`src/hw/periphPkg.sv`:
```
package periphPkg;

    // One request per cycle. re and we are single-cycle strobes on a shared address.
    typedef struct packed {
        logic        re;
        logic        we;
        logic [29:0] addr;
        logic [3:0]  wmask;
        logic [31:0] wdata;
    } busReq_t;

    // rdata is zero whenever rvalid is low, so responses can be ORed together.
    typedef struct packed {
        logic        rvalid;
        logic [31:0] rdata;
    } busRsp_t;

    typedef enum logic [1:0] {
        SelNone,
        SelTimer,
        SelSpi,
        SelSysCon
    } periphSel_e;

    typedef enum logic [1:0] {
        SpiIdle,
        SpiLow,
        SpiHigh
    } spiState_e;

    localparam logic [31:0] SpiDataAddr   = 32'hFF00_0000;
    localparam logic [31:0] SpiStatusAddr = 32'hFF00_0004;
    localparam logic [31:0] SysConAddr    = 32'hFF00_0010;
    localparam logic [31:0] MtimeAddr     = 32'hFF00_0100;
    localparam logic [31:0] MtimecmpAddr  = 32'hFF00_0108;

    localparam int TimerDivide   = 5;
    localparam int TimerDivWidth = $clog2(TimerDivide);
    localparam int TimerStep     = 3;

    localparam logic [7:0] SysRebootCode   = 8'h77;
    localparam logic [7:0] SysPowerOffCode = 8'h55;

    localparam int SpiStatusBusyBit    = 0;
    localparam int SpiStatusRxValidBit = 8;

endpackage
```
`src/hw/ioSubsystem.sv`:
```
`timescale 1ns/1ps

module ioSubsystem (
    input  logic               clk,
    input  logic               rst,
    input  periphPkg::busReq_t req_i,
    output periphPkg::busRsp_t rsp_o,
    input  logic               spiMiso_i,
    output logic               spiCs_o,
    output logic               spiSck_o,
    output logic               spiMosi_o,
    output logic [63:0]        mtime_o,
    output logic               timerIrq_o,
    output logic               reboot_o,
    output logic               powerOff_o
);
    import periphPkg::*;

    busReq_t timerReq;
    busReq_t spiReq;
    busReq_t sysReq;
    busRsp_t timerRsp;
    busRsp_t spiRsp;
    busRsp_t sysRsp;

    ioBusDecode decode (
        .clk        (clk),
        .rst        (rst),
        .req_i      (req_i),
        .timerReq_o (timerReq),
        .spiReq_o   (spiReq),
        .sysReq_o   (sysReq),
        .timerRsp_i (timerRsp),
        .spiRsp_i   (spiRsp),
        .sysRsp_i   (sysRsp),
        .rsp_o      (rsp_o)
    );

    machineTimer timer (
        .clk        (clk),
        .rst        (rst),
        .req_i      (timerReq),
        .rsp_o      (timerRsp),
        .mtime_o    (mtime_o),
        .timerIrq_o (timerIrq_o)
    );

    spiMaster spi (
        .clk       (clk),
        .rst       (rst),
        .req_i     (spiReq),
        .rsp_o     (spiRsp),
        .spiMiso_i (spiMiso_i),
        .spiCs_o   (spiCs_o),
        .spiSck_o  (spiSck_o),
        .spiMosi_o (spiMosi_o)
    );

    sysCtrl sysCon (
        .clk        (clk),
        .rst        (rst),
        .req_i      (sysReq),
        .rsp_o      (sysRsp),
        .reboot_o   (reboot_o),
        .powerOff_o (powerOff_o)
    );

endmodule

```
`src/hw/ioBusDecode.sv`:
```
`timescale 1ns/1ps

module ioBusDecode (
    input  logic               clk,
    input  logic               rst,
    input  periphPkg::busReq_t req_i,
    output periphPkg::busReq_t timerReq_o,
    output periphPkg::busReq_t spiReq_o,
    output periphPkg::busReq_t sysReq_o,
    input  periphPkg::busRsp_t timerRsp_i,
    input  periphPkg::busRsp_t spiRsp_i,
    input  periphPkg::busRsp_t sysRsp_i,
    output periphPkg::busRsp_t rsp_o
);
    import periphPkg::*;

    periphSel_e rdSel;
    periphSel_e wrSel;
    busRsp_t    noneRsp;

    function automatic periphSel_e classify(input logic [29:0] wordAddr);
        logic [31:0] byteAddr;
        periphSel_e  sel;
        byteAddr = {wordAddr, 2'b00};
        sel      = SelNone;
        if (byteAddr >= MtimeAddr && byteAddr <= MtimecmpAddr + 32'd4) begin
            sel = SelTimer;
        end else if (byteAddr == SpiDataAddr || byteAddr == SpiStatusAddr) begin
            sel = SelSpi;
        end else if (byteAddr == SysConAddr) begin
            sel = SelSysCon;
        end
        return sel;
    endfunction

    assign rdSel = req_i.re ? classify(req_i.addr) : SelNone;
    assign wrSel = req_i.we ? classify(req_i.addr) : SelNone;

    // Every peripheral sees the full request but only its own strobes.
    always_comb begin
        timerReq_o    = req_i;
        timerReq_o.re = (rdSel == SelTimer);
        timerReq_o.we = (wrSel == SelTimer);

        spiReq_o    = req_i;
        spiReq_o.re = (rdSel == SelSpi);
        spiReq_o.we = (wrSel == SelSpi);

        sysReq_o    = req_i;
        sysReq_o.re = (rdSel == SelSysCon);
        sysReq_o.we = (wrSel == SelSysCon);
    end

    // Unmapped reads still answer, with zero data.
    always_ff @(posedge clk) begin
        if (rst) begin
            noneRsp <= '0;
        end else begin
            noneRsp.rvalid <= req_i.re && (rdSel == SelNone);
            noneRsp.rdata  <= '0;
        end
    end

    // At most one source is valid per cycle and idle sources drive zero.
    assign rsp_o = timerRsp_i | spiRsp_i | sysRsp_i | noneRsp;

endmodule

```
`src/hw/sysCtrl.sv`:
```
`timescale 1ns/1ps

module sysCtrl (
    input  logic               clk,
    input  logic               rst,
    input  periphPkg::busReq_t req_i,
    output periphPkg::busRsp_t rsp_o,
    output logic               reboot_o,
    output logic               powerOff_o
);
    import periphPkg::*;

    logic cmdWrite;

    // The command byte lives in lane 0 only.
    assign cmdWrite = req_i.we && req_i.wmask[0];

    always_ff @(posedge clk) begin
        if (rst) begin
            reboot_o   <= 1'b0;
            powerOff_o <= 1'b0;
            rsp_o      <= '0;
        end else begin
            reboot_o     <= cmdWrite && (req_i.wdata[7:0] == SysRebootCode);
            powerOff_o   <= cmdWrite && (req_i.wdata[7:0] == SysPowerOffCode);
            rsp_o.rvalid <= req_i.re;
            rsp_o.rdata  <= '0;
        end
    end

endmodule

```
`src/hw/spiMaster.sv`:
```
`timescale 1ns/1ps

module spiMaster (
    input  logic               clk,
    input  logic               rst,
    input  periphPkg::busReq_t req_i,
    output periphPkg::busRsp_t rsp_o,
    input  logic               spiMiso_i,
    output logic               spiCs_o,
    output logic               spiSck_o,
    output logic               spiMosi_o
);
    import periphPkg::*;

    spiState_e   state;
    logic [5:0]  bitCnt;
    logic [31:0] buffer;
    logic [31:0] rxData;
    logic        rxValid;
    logic        busy;
    logic        isStatus;
    logic        start;
    logic [31:0] loadWord;
    logic [5:0]  loadLen;
    logic [31:0] statusWord;
    logic [31:0] rdWord;

    assign busy     = (state != SpiIdle);
    assign isStatus = (req_i.addr[0] == SpiStatusAddr[2]);
    // Data writes while a transfer runs are dropped.
    assign start    = req_i.we && !isStatus && !busy;

    // The payload is left-aligned so the MSB always leaves first.
    always_comb begin
        case (req_i.wmask)
            4'b0001: begin
                loadWord = {req_i.wdata[7:0], 24'b0};
                loadLen  = 6'd8;
            end
            4'b0011: begin
                loadWord = {req_i.wdata[15:0], 16'b0};
                loadLen  = 6'd16;
            end
            default: begin
                loadWord = req_i.wdata;
                loadLen  = 6'd32;
            end
        endcase
    end

    always_comb begin
        statusWord                      = '0;
        statusWord[SpiStatusBusyBit]    = busy;
        statusWord[SpiStatusRxValidBit] = rxValid;
        rdWord = isStatus ? statusWord : rxData;
    end

    always_ff @(posedge clk) begin
        if (rst) begin
            state     <= SpiIdle;
            bitCnt    <= '0;
            rxValid   <= 1'b0;
            spiCs_o   <= 1'b1;
            spiSck_o  <= 1'b0;
            spiMosi_o <= 1'b0;
            rsp_o     <= '0;
        end else begin
            rsp_o.rvalid <= req_i.re;
            rsp_o.rdata  <= req_i.re ? rdWord : '0;
            if (req_i.re && !isStatus) begin
                rxValid <= 1'b0;
            end

            case (state)
                SpiIdle: begin
                    if (start) begin
                        state     <= SpiLow;
                        bitCnt    <= loadLen;
                        spiCs_o   <= 1'b0;
                        spiSck_o  <= 1'b0;
                        spiMosi_o <= loadWord[31];
                    end
                end
                SpiLow: begin
                    if (bitCnt != '0) begin
                        state    <= SpiHigh;
                        spiSck_o <= 1'b1;
                        bitCnt   <= bitCnt - 1'b1;
                    end else begin
                        // Trailing cycle with sck low before cs is released.
                        state   <= SpiIdle;
                        spiCs_o <= 1'b1;
                        rxValid <= 1'b1;
                    end
                end
                SpiHigh: begin
                    state     <= SpiLow;
                    spiSck_o  <= 1'b0;
                    spiMosi_o <= buffer[31];
                end
                default: state <= SpiIdle;
            endcase
        end
    end

    // MISO shifts in at the edge that raises sck; after N shifts the received
    // bits sit right-aligned.
    always_ff @(posedge clk) begin
        if (state == SpiIdle && start) begin
            buffer <= loadWord;
        end else if (state == SpiLow && bitCnt != '0) begin
            buffer <= {buffer[30:0], spiMiso_i};
        end
        if (state == SpiLow && bitCnt == '0) begin
            rxData <= buffer;
        end
    end

endmodule

```
`src/hw/machineTimer.sv`:
```
`timescale 1ns/1ps

module machineTimer (
    input  logic               clk,
    input  logic               rst,
    input  periphPkg::busReq_t req_i,
    output periphPkg::busRsp_t rsp_o,
    output logic [63:0]        mtime_o,
    output logic               timerIrq_o
);
    import periphPkg::*;

    logic [TimerDivWidth-1:0] divCnt;
    logic                     tick;
    logic [63:0]              mtime;
    logic [63:0]              mtimecmp;
    logic [63:0]              mtimeStep;
    logic [63:0]              mtimeNext;
    logic [63:0]              mtimecmpNext;
    logic [3:0]               byteOff;
    logic [31:0]              rdWord;

    function automatic logic [31:0] mergeBytes(
        input logic [31:0] old,
        input logic [31:0] data,
        input logic [3:0]  mask
    );
        logic [31:0] res;
        res = old;
        for (int i = 0; i < 4; i++) begin
            if (mask[i]) begin
                res[8*i +: 8] = data[8*i +: 8];
            end
        end
        return res;
    endfunction

    assign tick    = (divCnt == '0);
    assign byteOff = {req_i.addr[1:0], 2'b00};
    assign mtime_o = mtime;

    // Written bytes replace the stepped value, unwritten bytes keep counting.
    always_comb begin
        mtimeStep    = tick ? mtime + 64'(TimerStep) : mtime;
        mtimeNext    = mtimeStep;
        mtimecmpNext = mtimecmp;
        if (req_i.we) begin
            case (byteOff)
                MtimeAddr[3:0]: begin
                    mtimeNext[31:0] = mergeBytes(mtimeStep[31:0], req_i.wdata, req_i.wmask);
                end
                MtimeAddr[3:0] + 4'd4: begin
                    mtimeNext[63:32] = mergeBytes(mtimeStep[63:32], req_i.wdata, req_i.wmask);
                end
                MtimecmpAddr[3:0]: begin
                    mtimecmpNext[31:0] = mergeBytes(mtimecmp[31:0], req_i.wdata, req_i.wmask);
                end
                MtimecmpAddr[3:0] + 4'd4: begin
                    mtimecmpNext[63:32] = mergeBytes(mtimecmp[63:32], req_i.wdata, req_i.wmask);
                end
                default: ;
            endcase
        end
    end

    always_comb begin
        case (byteOff)
            MtimeAddr[3:0]:           rdWord = mtime[31:0];
            MtimeAddr[3:0] + 4'd4:    rdWord = mtime[63:32];
            MtimecmpAddr[3:0]:        rdWord = mtimecmp[31:0];
            MtimecmpAddr[3:0] + 4'd4: rdWord = mtimecmp[63:32];
            default:                  rdWord = '0;
        endcase
    end

    always_ff @(posedge clk) begin
        if (rst) begin
            divCnt     <= TimerDivWidth'(TimerDivide - 1);
            mtime      <= '0;
            mtimecmp   <= '0;
            timerIrq_o <= 1'b0;
            rsp_o      <= '0;
        end else begin
            divCnt       <= tick ? TimerDivWidth'(TimerDivide - 1) : divCnt - 1'b1;
            mtime        <= mtimeNext;
            mtimecmp     <= mtimecmpNext;
            timerIrq_o   <= (mtime >= mtimecmp);
            rsp_o.rvalid <= req_i.re;
            rsp_o.rdata  <= req_i.re ? rdWord : '0;
        end
    end

endmodule

```
`config.mk`:
```
export PLATFORM = sky130hd
export DESIGN_NAME = ioSubsystem
export DESIGN_NICKNAME = d
export VERILOG_FILES = /design/src/hw/periphPkg.sv /design/src/hw/ioSubsystem.sv /design/src/hw/ioBusDecode.sv /design/src/hw/sysCtrl.sv /design/src/hw/spiMaster.sv /design/src/hw/machineTimer.sv
export SDC_FILE = /design/constraint.sdc
export NUM_CORES = 1
export LEC_CHECK = 0
export CORE_ASPECT_RATIO = 0.5
export CORE_MARGIN = 1.5
export CORE_UTILIZATION = 30
export CTS_CLUSTER_DIAMETER = 50
export DETAILED_ROUTE_END_ITERATION = 16
export DONT_BUFFER_PORTS = 1
export PLACE_DENSITY = 0.46
export SKIP_CTS_REPAIR_TIMING = 1
export SLEW_MARGIN = 25
export SYNTH_ARGS = -nofsm -noshare
export SYNTH_HDL_FRONTEND = slang
export SYNTH_SLANG_ARGS = --single-unit
```
`constraint.sdc`:
```
create_clock -name clk -period 4.25 [get_ports clk]
set_input_delay 0.85 -clock clk [delete_from_list [all_inputs] [get_ports clk]]
set_output_delay 0.85 -clock clk [all_outputs]
set_load 0.05 [all_outputs]
```
==> reports/summary.txt, run 1 <==
largest family of logic cells by synthesized area = simple AND/OR/NAND/NOR gates
Post-Synth XOR/XNOR Area = 4.14%
Cell Count, Final, Fillers Out = 2,028
adder-cell share of the synthesized area = 6.18%
Vias = 10.4k
Buf/Inv on CP = 0
port buffer count = 0
internal power = 4.46 mW
flops & latches, synth = 278
status = complete, no violations
first-pass GRT wire length = 66.0 mm
commonest non-fill, non-tap cell in the layout = dfxtp_1
Worst-Skew Late Latency = 530 ps
leading area contributor after synthesis = dfxtp_1
number of flops mapped to enable cells by yosys = 64
crit path max-delay cell type = dfxtp_1
Mapped Cells = 1,390
Primary FF master, synth = dfxtp_1
worst vdd ir = 0.185 mV
Starting DRT DRC Count = 648
Core ar. = 0.0452 mm^2
grt ovf = 0
MaxCap Viol Count = 0
clock skew = 16.9 ps
Placed Cells = 1,967
Tot Pwr = 5.76 mW
Crit path largest cell delay = 740 ps
drt pass-1 iters = 5
crit end category = flop
DRC = 0
Rows = 55
crit path DAT = 3830 ps
fmax = 0.292 GHz
die width = 306 um
share of cells above drive strength 1 = 13.6%
setup TNS = 0 ps
worst hold slack = 393 ps
Final nets = 1,544
CTS tree = yes
Slew HR = 34.9%
Worst Setup Slack, final = 823 ps
post-DP HPWL = 31.8 mm
CTS Root Cell = clkbuf_16
Syn Nets = 1,529
routability-driven placement congestion ratio = 0.834
antenna-violating nets left = 0
Worst-path clk slew = 60 ps
Crit path max-delay family = simple AND/OR/NAND/NOR gates
CP startpoint kind = flop
PwrDens = 368 mW/mm^2
diode count = 0
vias per cell = 5.12
average wire per standard cell = 21.8 um
clk buf depth = 3
largest net degree at the start of global routing = 135
Tightest Pin Transition = 968 ps
min Tclk post-route = 3430 ps
post-synthesis cell area = 0.0138 mm^2
Die Footprint = 0.0472 mm^2
Fill cells = 4,491
final setup vio count = 0
multiplexer share of the synthesized area = 10.6%
drt total wl = 44.2 mm
All-Layer GR Usage = 18.5%
syn_area_per_cell = 9.90 um^2
Syn. warnings = 0
vias in the first global route = 10.2k
Synth top area share = 31.1%
sw power = 1.29 mW
commonest cells after routing, fill and taps aside = dfxtp_1 (214), nor2_1 (155), nand2_1 (107)
Yosys cell types = 64
initial antenna violation count = 0
leakage = 6.34 nW
RSZ-0062 raised after global routing = false
sequential area share after synthesis = 45.1%
Clock Power Share = 49.8%
critical path, cell by cell = nand4b_1 > nor2_1 > and4_1 > nand4_2 > nor3_1 > xnor2_1 > o21ai_2
clk sinks = 278
htree depth = 2
critical path type = flop to flop
Die H = 154 um
CP Data Required Time = 4650 ps
sw frac = 22.5%
critical path peak fanout = 9
async set-reset flop share out of synthesis = 0%
pre-CTS setup slack = 860 ps
Synth Area in Compound Gates = 8.46%
Synth Area in Simple Gates = 21.5%
Hold Crit Class = input pin to flop
Synth area leaders = dfxtp_1 (31%), edfxtp_1 (14%), ha_1 (6.2%)
Num CTS Buffers = 34
Area Growth Syn to Fin = 13.8%
crit share post-route = 80.6%
Ports = 174
starting density of the core = 30.4%
Comb power frac = 2.8%
max-slew violation count = 0
sequential power share = 47.4%
Hold Vio Cnt, Final = 0
-- power by group through the flow --
stage / Combinational, mW / Clock, mW / Sequential (mW)
final: 0.163 / 2.87 / 2.73
after global routing: 0.176 / 3.04 / 2.73
after CTS: 0.162 / 2.93 / 2.73
after detailed placement: 0.161 / 0 / 2.79
after global placement: 0.159 / 0 / 2.79
after floorplan: 0.149 / 0 / 2.79
-- cell families (layout without fill, tap and decap cells) --
logic type / after synthesis / after routing
compound gates: 183 / 183
buf+inv: 140 / 180
mux: 106 / 106
simple gates: 550 / 550
fa+ha+maj: 68 / 68
xor+xnor: 65 / 65
flops: 278 / 278
-- cell usage after synthesis, types with 12 or more instances --
master / instances
edfxtp_1: 64
and3_1: 17
ha_1: 68
nand3_1: 33
a21oi_1: 45
inv_1: 82
nand2_1: 108
nor3_1: 21
and4_1: 14
nand4_1: 28
and2_1: 38
dfxtp_1: 214
mux2i_1: 74
a21o_1: 12
clkbuf_1: 46
xnor2_1: 36
mux4_2: 32
or2_2: 33
o21ai_0: 26
o21ai_1: 33
xor2_1: 29
a211oi_1: 40
nor2_1: 157
nor2b_1: 40
-- state kept, by name, indices dropped and copies added, names as in the netlist, 2 cells and up --
register and flops:
spi.bitCnt 6, spi.rsp_o 33, spi.buffer 32, spi.state 2
timer.mtime_o 64, timer.mtimecmp 64, timer.rsp_o 33, spi.rxData 32
timer.divCnt 3
-- through the flow --
step	util (%)	area, um^2
final	34.6	15700
after global routing	34.6	15700
after CTS	34.6	15700
after detailed placement	32.2	14600
after global placement	32.2	14600
after floorplan	-	13800
-- cell type report --
cell class | count | area, um^2 | share of cell area [%]
Tap cell | 598 | 748 | 4.78
Timing Repair Buffer | 37 | 290 | 1.85
Inverter | 82 | 308 | 1.97
Multi-Input combinational cell | 972 | 7020 | 44.8
Clock inverter | 19 | 159 | 1.01
Sequential cell | 278 | 6210 | 39.6
Clock buffer | 42 | 932 | 5.95
-- metal layers --
metal / track usage (%) / wire length [um] / up-vias
met4: 6.42 / 1390 / 0
met5: 0 / 0 / -
met2: 30.7 / 20800 / 255
li1: - / - / 4921
met3: 3.91 / 2290 / 80
met1: 23.8 / 19700 / 5127
-- path summary, 6_finish.rpt --
path	startpoint	cells past startpoint	end	slack (ps)
setup / recovery	timer.mtime_o[3]$_SDFF_PP0_	7	timer.mtime_o[60]$_SDFF_PP0_	820
hold / removal	rst	1	timer.mtimecmp[30]$_SDFFE_PP0P_	390
setup reg to reg	timer.mtime_o[3]$_SDFF_PP0_	7	timer.mtime_o[60]$_SDFF_PP0_	820
hold reg to reg	timer.divCnt[0]$_SDFF_PP0_	1	timer.divCnt[0]$_SDFF_PP0_	420
Note: power is estimated with default switching activity, not from simulation.
==> run 2: changes to the inputs <==
--- a/config.mk
+++ b/config.mk
@@ -11,7 +11,7 @@
 export CTS_CLUSTER_DIAMETER = 50
 export DETAILED_ROUTE_END_ITERATION = 16
 export DONT_BUFFER_PORTS = 1
-export PLACE_DENSITY = 0.46
+export PLACE_DENSITY = 0.47
 export SKIP_CTS_REPAIR_TIMING = 1
 export SLEW_MARGIN = 25
 export SYNTH_ARGS = -nofsm -noshare
==> constraint.sdc (replaced) <==
create_clock -name clk -period 2.9 [get_ports clk]
set_input_delay 0.58 -clock clk [delete_from_list [all_inputs] [get_ports clk]]
set_output_delay 0.58 -clock clk [all_outputs]
set_load 0.05 [all_outputs]
==> run 2 against run 1 <==
Die area unchanged; critical path depth increased by 1; sequential cell count unchanged; combinational power grew 71%; via count increased by 2.0%; sequential power up 46%; first-iteration DRC count is 17% higher; critical endpoint unchanged.
==> reports/summary.txt, run 2 (synthesized netlist as in run 1, its figures left out) <==
status = complete, no violations
clk buf depth = 3
die width = 306 um
starting density of the core = 30.4%
diode count = 0
Num CTS Buffers = 30
worst hold slack = 86.8 ps
Final Util = 35.4%
setup TNS = 0 ps
critical path, cell by cell = buf_4 > nand4_1 > nor2_1 > and4_1 > nand4_2 > nor3_1 > xnor2_1 > o21ai_2
hold endpoint = sysCon.powerOff_o$_SDFF_PP0_
largest net degree at the start of global routing = 135
fmax = 0.362 GHz
CTS Root Cell = clkbuf_16
initial antenna violation count = 0
Cell Count, Final, Fillers Out = 2,084
crit path max-delay cell type = nor2_1
CTS tree = yes
final setup vio count = 0
Starting DRT DRC Count = 761
routability-driven placement congestion ratio = 0.819
commonest cells after routing, fill and taps aside = dfxtp_1 (214), nor2_1 (154), nand2_1 (108)
port buffer count = 0
crit path DAT = 3210 ps
average wire per standard cell = 21.6 um
Tot Pwr = 8.11 mW
leakage = 6.60 nW
crit share post-route = 95.2%
clk sinks = 278
crit path from = timer.mtime_o[4]$_SDFF_PP0_
PwrDens = 506 mW/mm^2
vias per cell = 5.08
critical path peak fanout = 8
share of cells above drive strength 1 = 16.8%
vias in the first global route = 10.6k
All-Layer GR Usage = 18.8%
Worst-Skew Late Latency = 570 ps
Crit path largest cell delay = 530 ps
CP startpoint kind = flop
Hold Crit Class = input pin to flop
crit end category = flop
Tightest Pin Transition = 833 ps
worst reg2reg path depth = 8
commonest non-fill, non-tap cell in the layout = dfxtp_1
drt total wl = 45.1 mm
Placed Cells = 2,028
Worst-path clk slew = 60 ps
Ports = 174
critical path type = flop to flop
clock skew = 10.7 ps
min Tclk post-route = 2760 ps
grt ovf = 0
Worst Setup Slack, final = 139 ps
post-DP HPWL = 33.1 mm
max-slew violation count = 0
Core ar. = 0.0452 mm^2
post-route cell area = 0.0160 mm^2
worst hold start = req_i[1]
antenna-violating nets left = 0
first-pass GRT wire length = 67.4 mm
r2r setup slk = 140 ps
Hold Path Stages = 1
Hold Vio Cnt, Final = 0
Slew HR = 43.0%
DRC = 0
RSZ-0062 raised after global routing = false
MaxCap Viol Count = 0
Die Footprint = 0.0472 mm^2
drt pass-1 iters = 5
Die H = 154 um
Area after DPL = 0.0150 mm^2
htree depth = 1
CP Data Required Time = 3350 ps
r2r endpoint = timer.mtime_o[60]$_SDFF_PP0_
worst vdd ir = 0.409 mV
Area Growth Syn to Fin = 16.5%
Final nets = 1,601
Rows = 55
pre-CTS setup slack = -3.16 ps
Crit Reg-Reg Startpoint = timer.mtime_o[4]$_SDFF_PP0_
Vias = 10.6k
## run 2: area by class of cell
cell class	count	area, um^2
tap	598	748
fill	4486	29200
sequential	278	6210
clock buffer	38	791
inverter	82	308
timing repair buffer	98	761
multi-input combinational	972	7030
clock inverter	18	185
## run 2: report_power, final
part	internal, mW	total (mW)	switching [mW]
Combinational	0.126	0.279	0.152
Sequential	3.96	3.98	0.0200
Clock	2.20	3.85	1.65
## run 2: worst max path at each step
stage,end
floorplan,spi.buffer[0]$_DFFE_PP_
global placement,timer.timerIrq_o$_SDFF_PP0_
detailed placement,timer.timerIrq_o$_SDFF_PP0_
CTS,timer.timerIrq_o$_SDFF_PP0_
global route,timer.mtime_o[60]$_SDFF_PP0_
finish,timer.mtime_o[60]$_SDFF_PP0_
## run 2: metal layers
layer  track usage, %  vias to the layer above  share of wire [%]
li1                 -                     5033                  -
met1             24.4                     5189                 44
met2             31.2                      283                 47
met3             3.85                       82                6.4
met4             5.95                        0                3.1
met5                0                        -                  0
## run 2: critical path, delay by kind of cell, from the launching register on
| family | cells | cell delay, ps |
|---|---|---|
| compound gates | 1 | 70 |
| flops | 1 | 350 |
| buf+inv | 1 | 270 |
| xor+xnor | 1 | 180 |
| simple gates | 5 | 1770 |
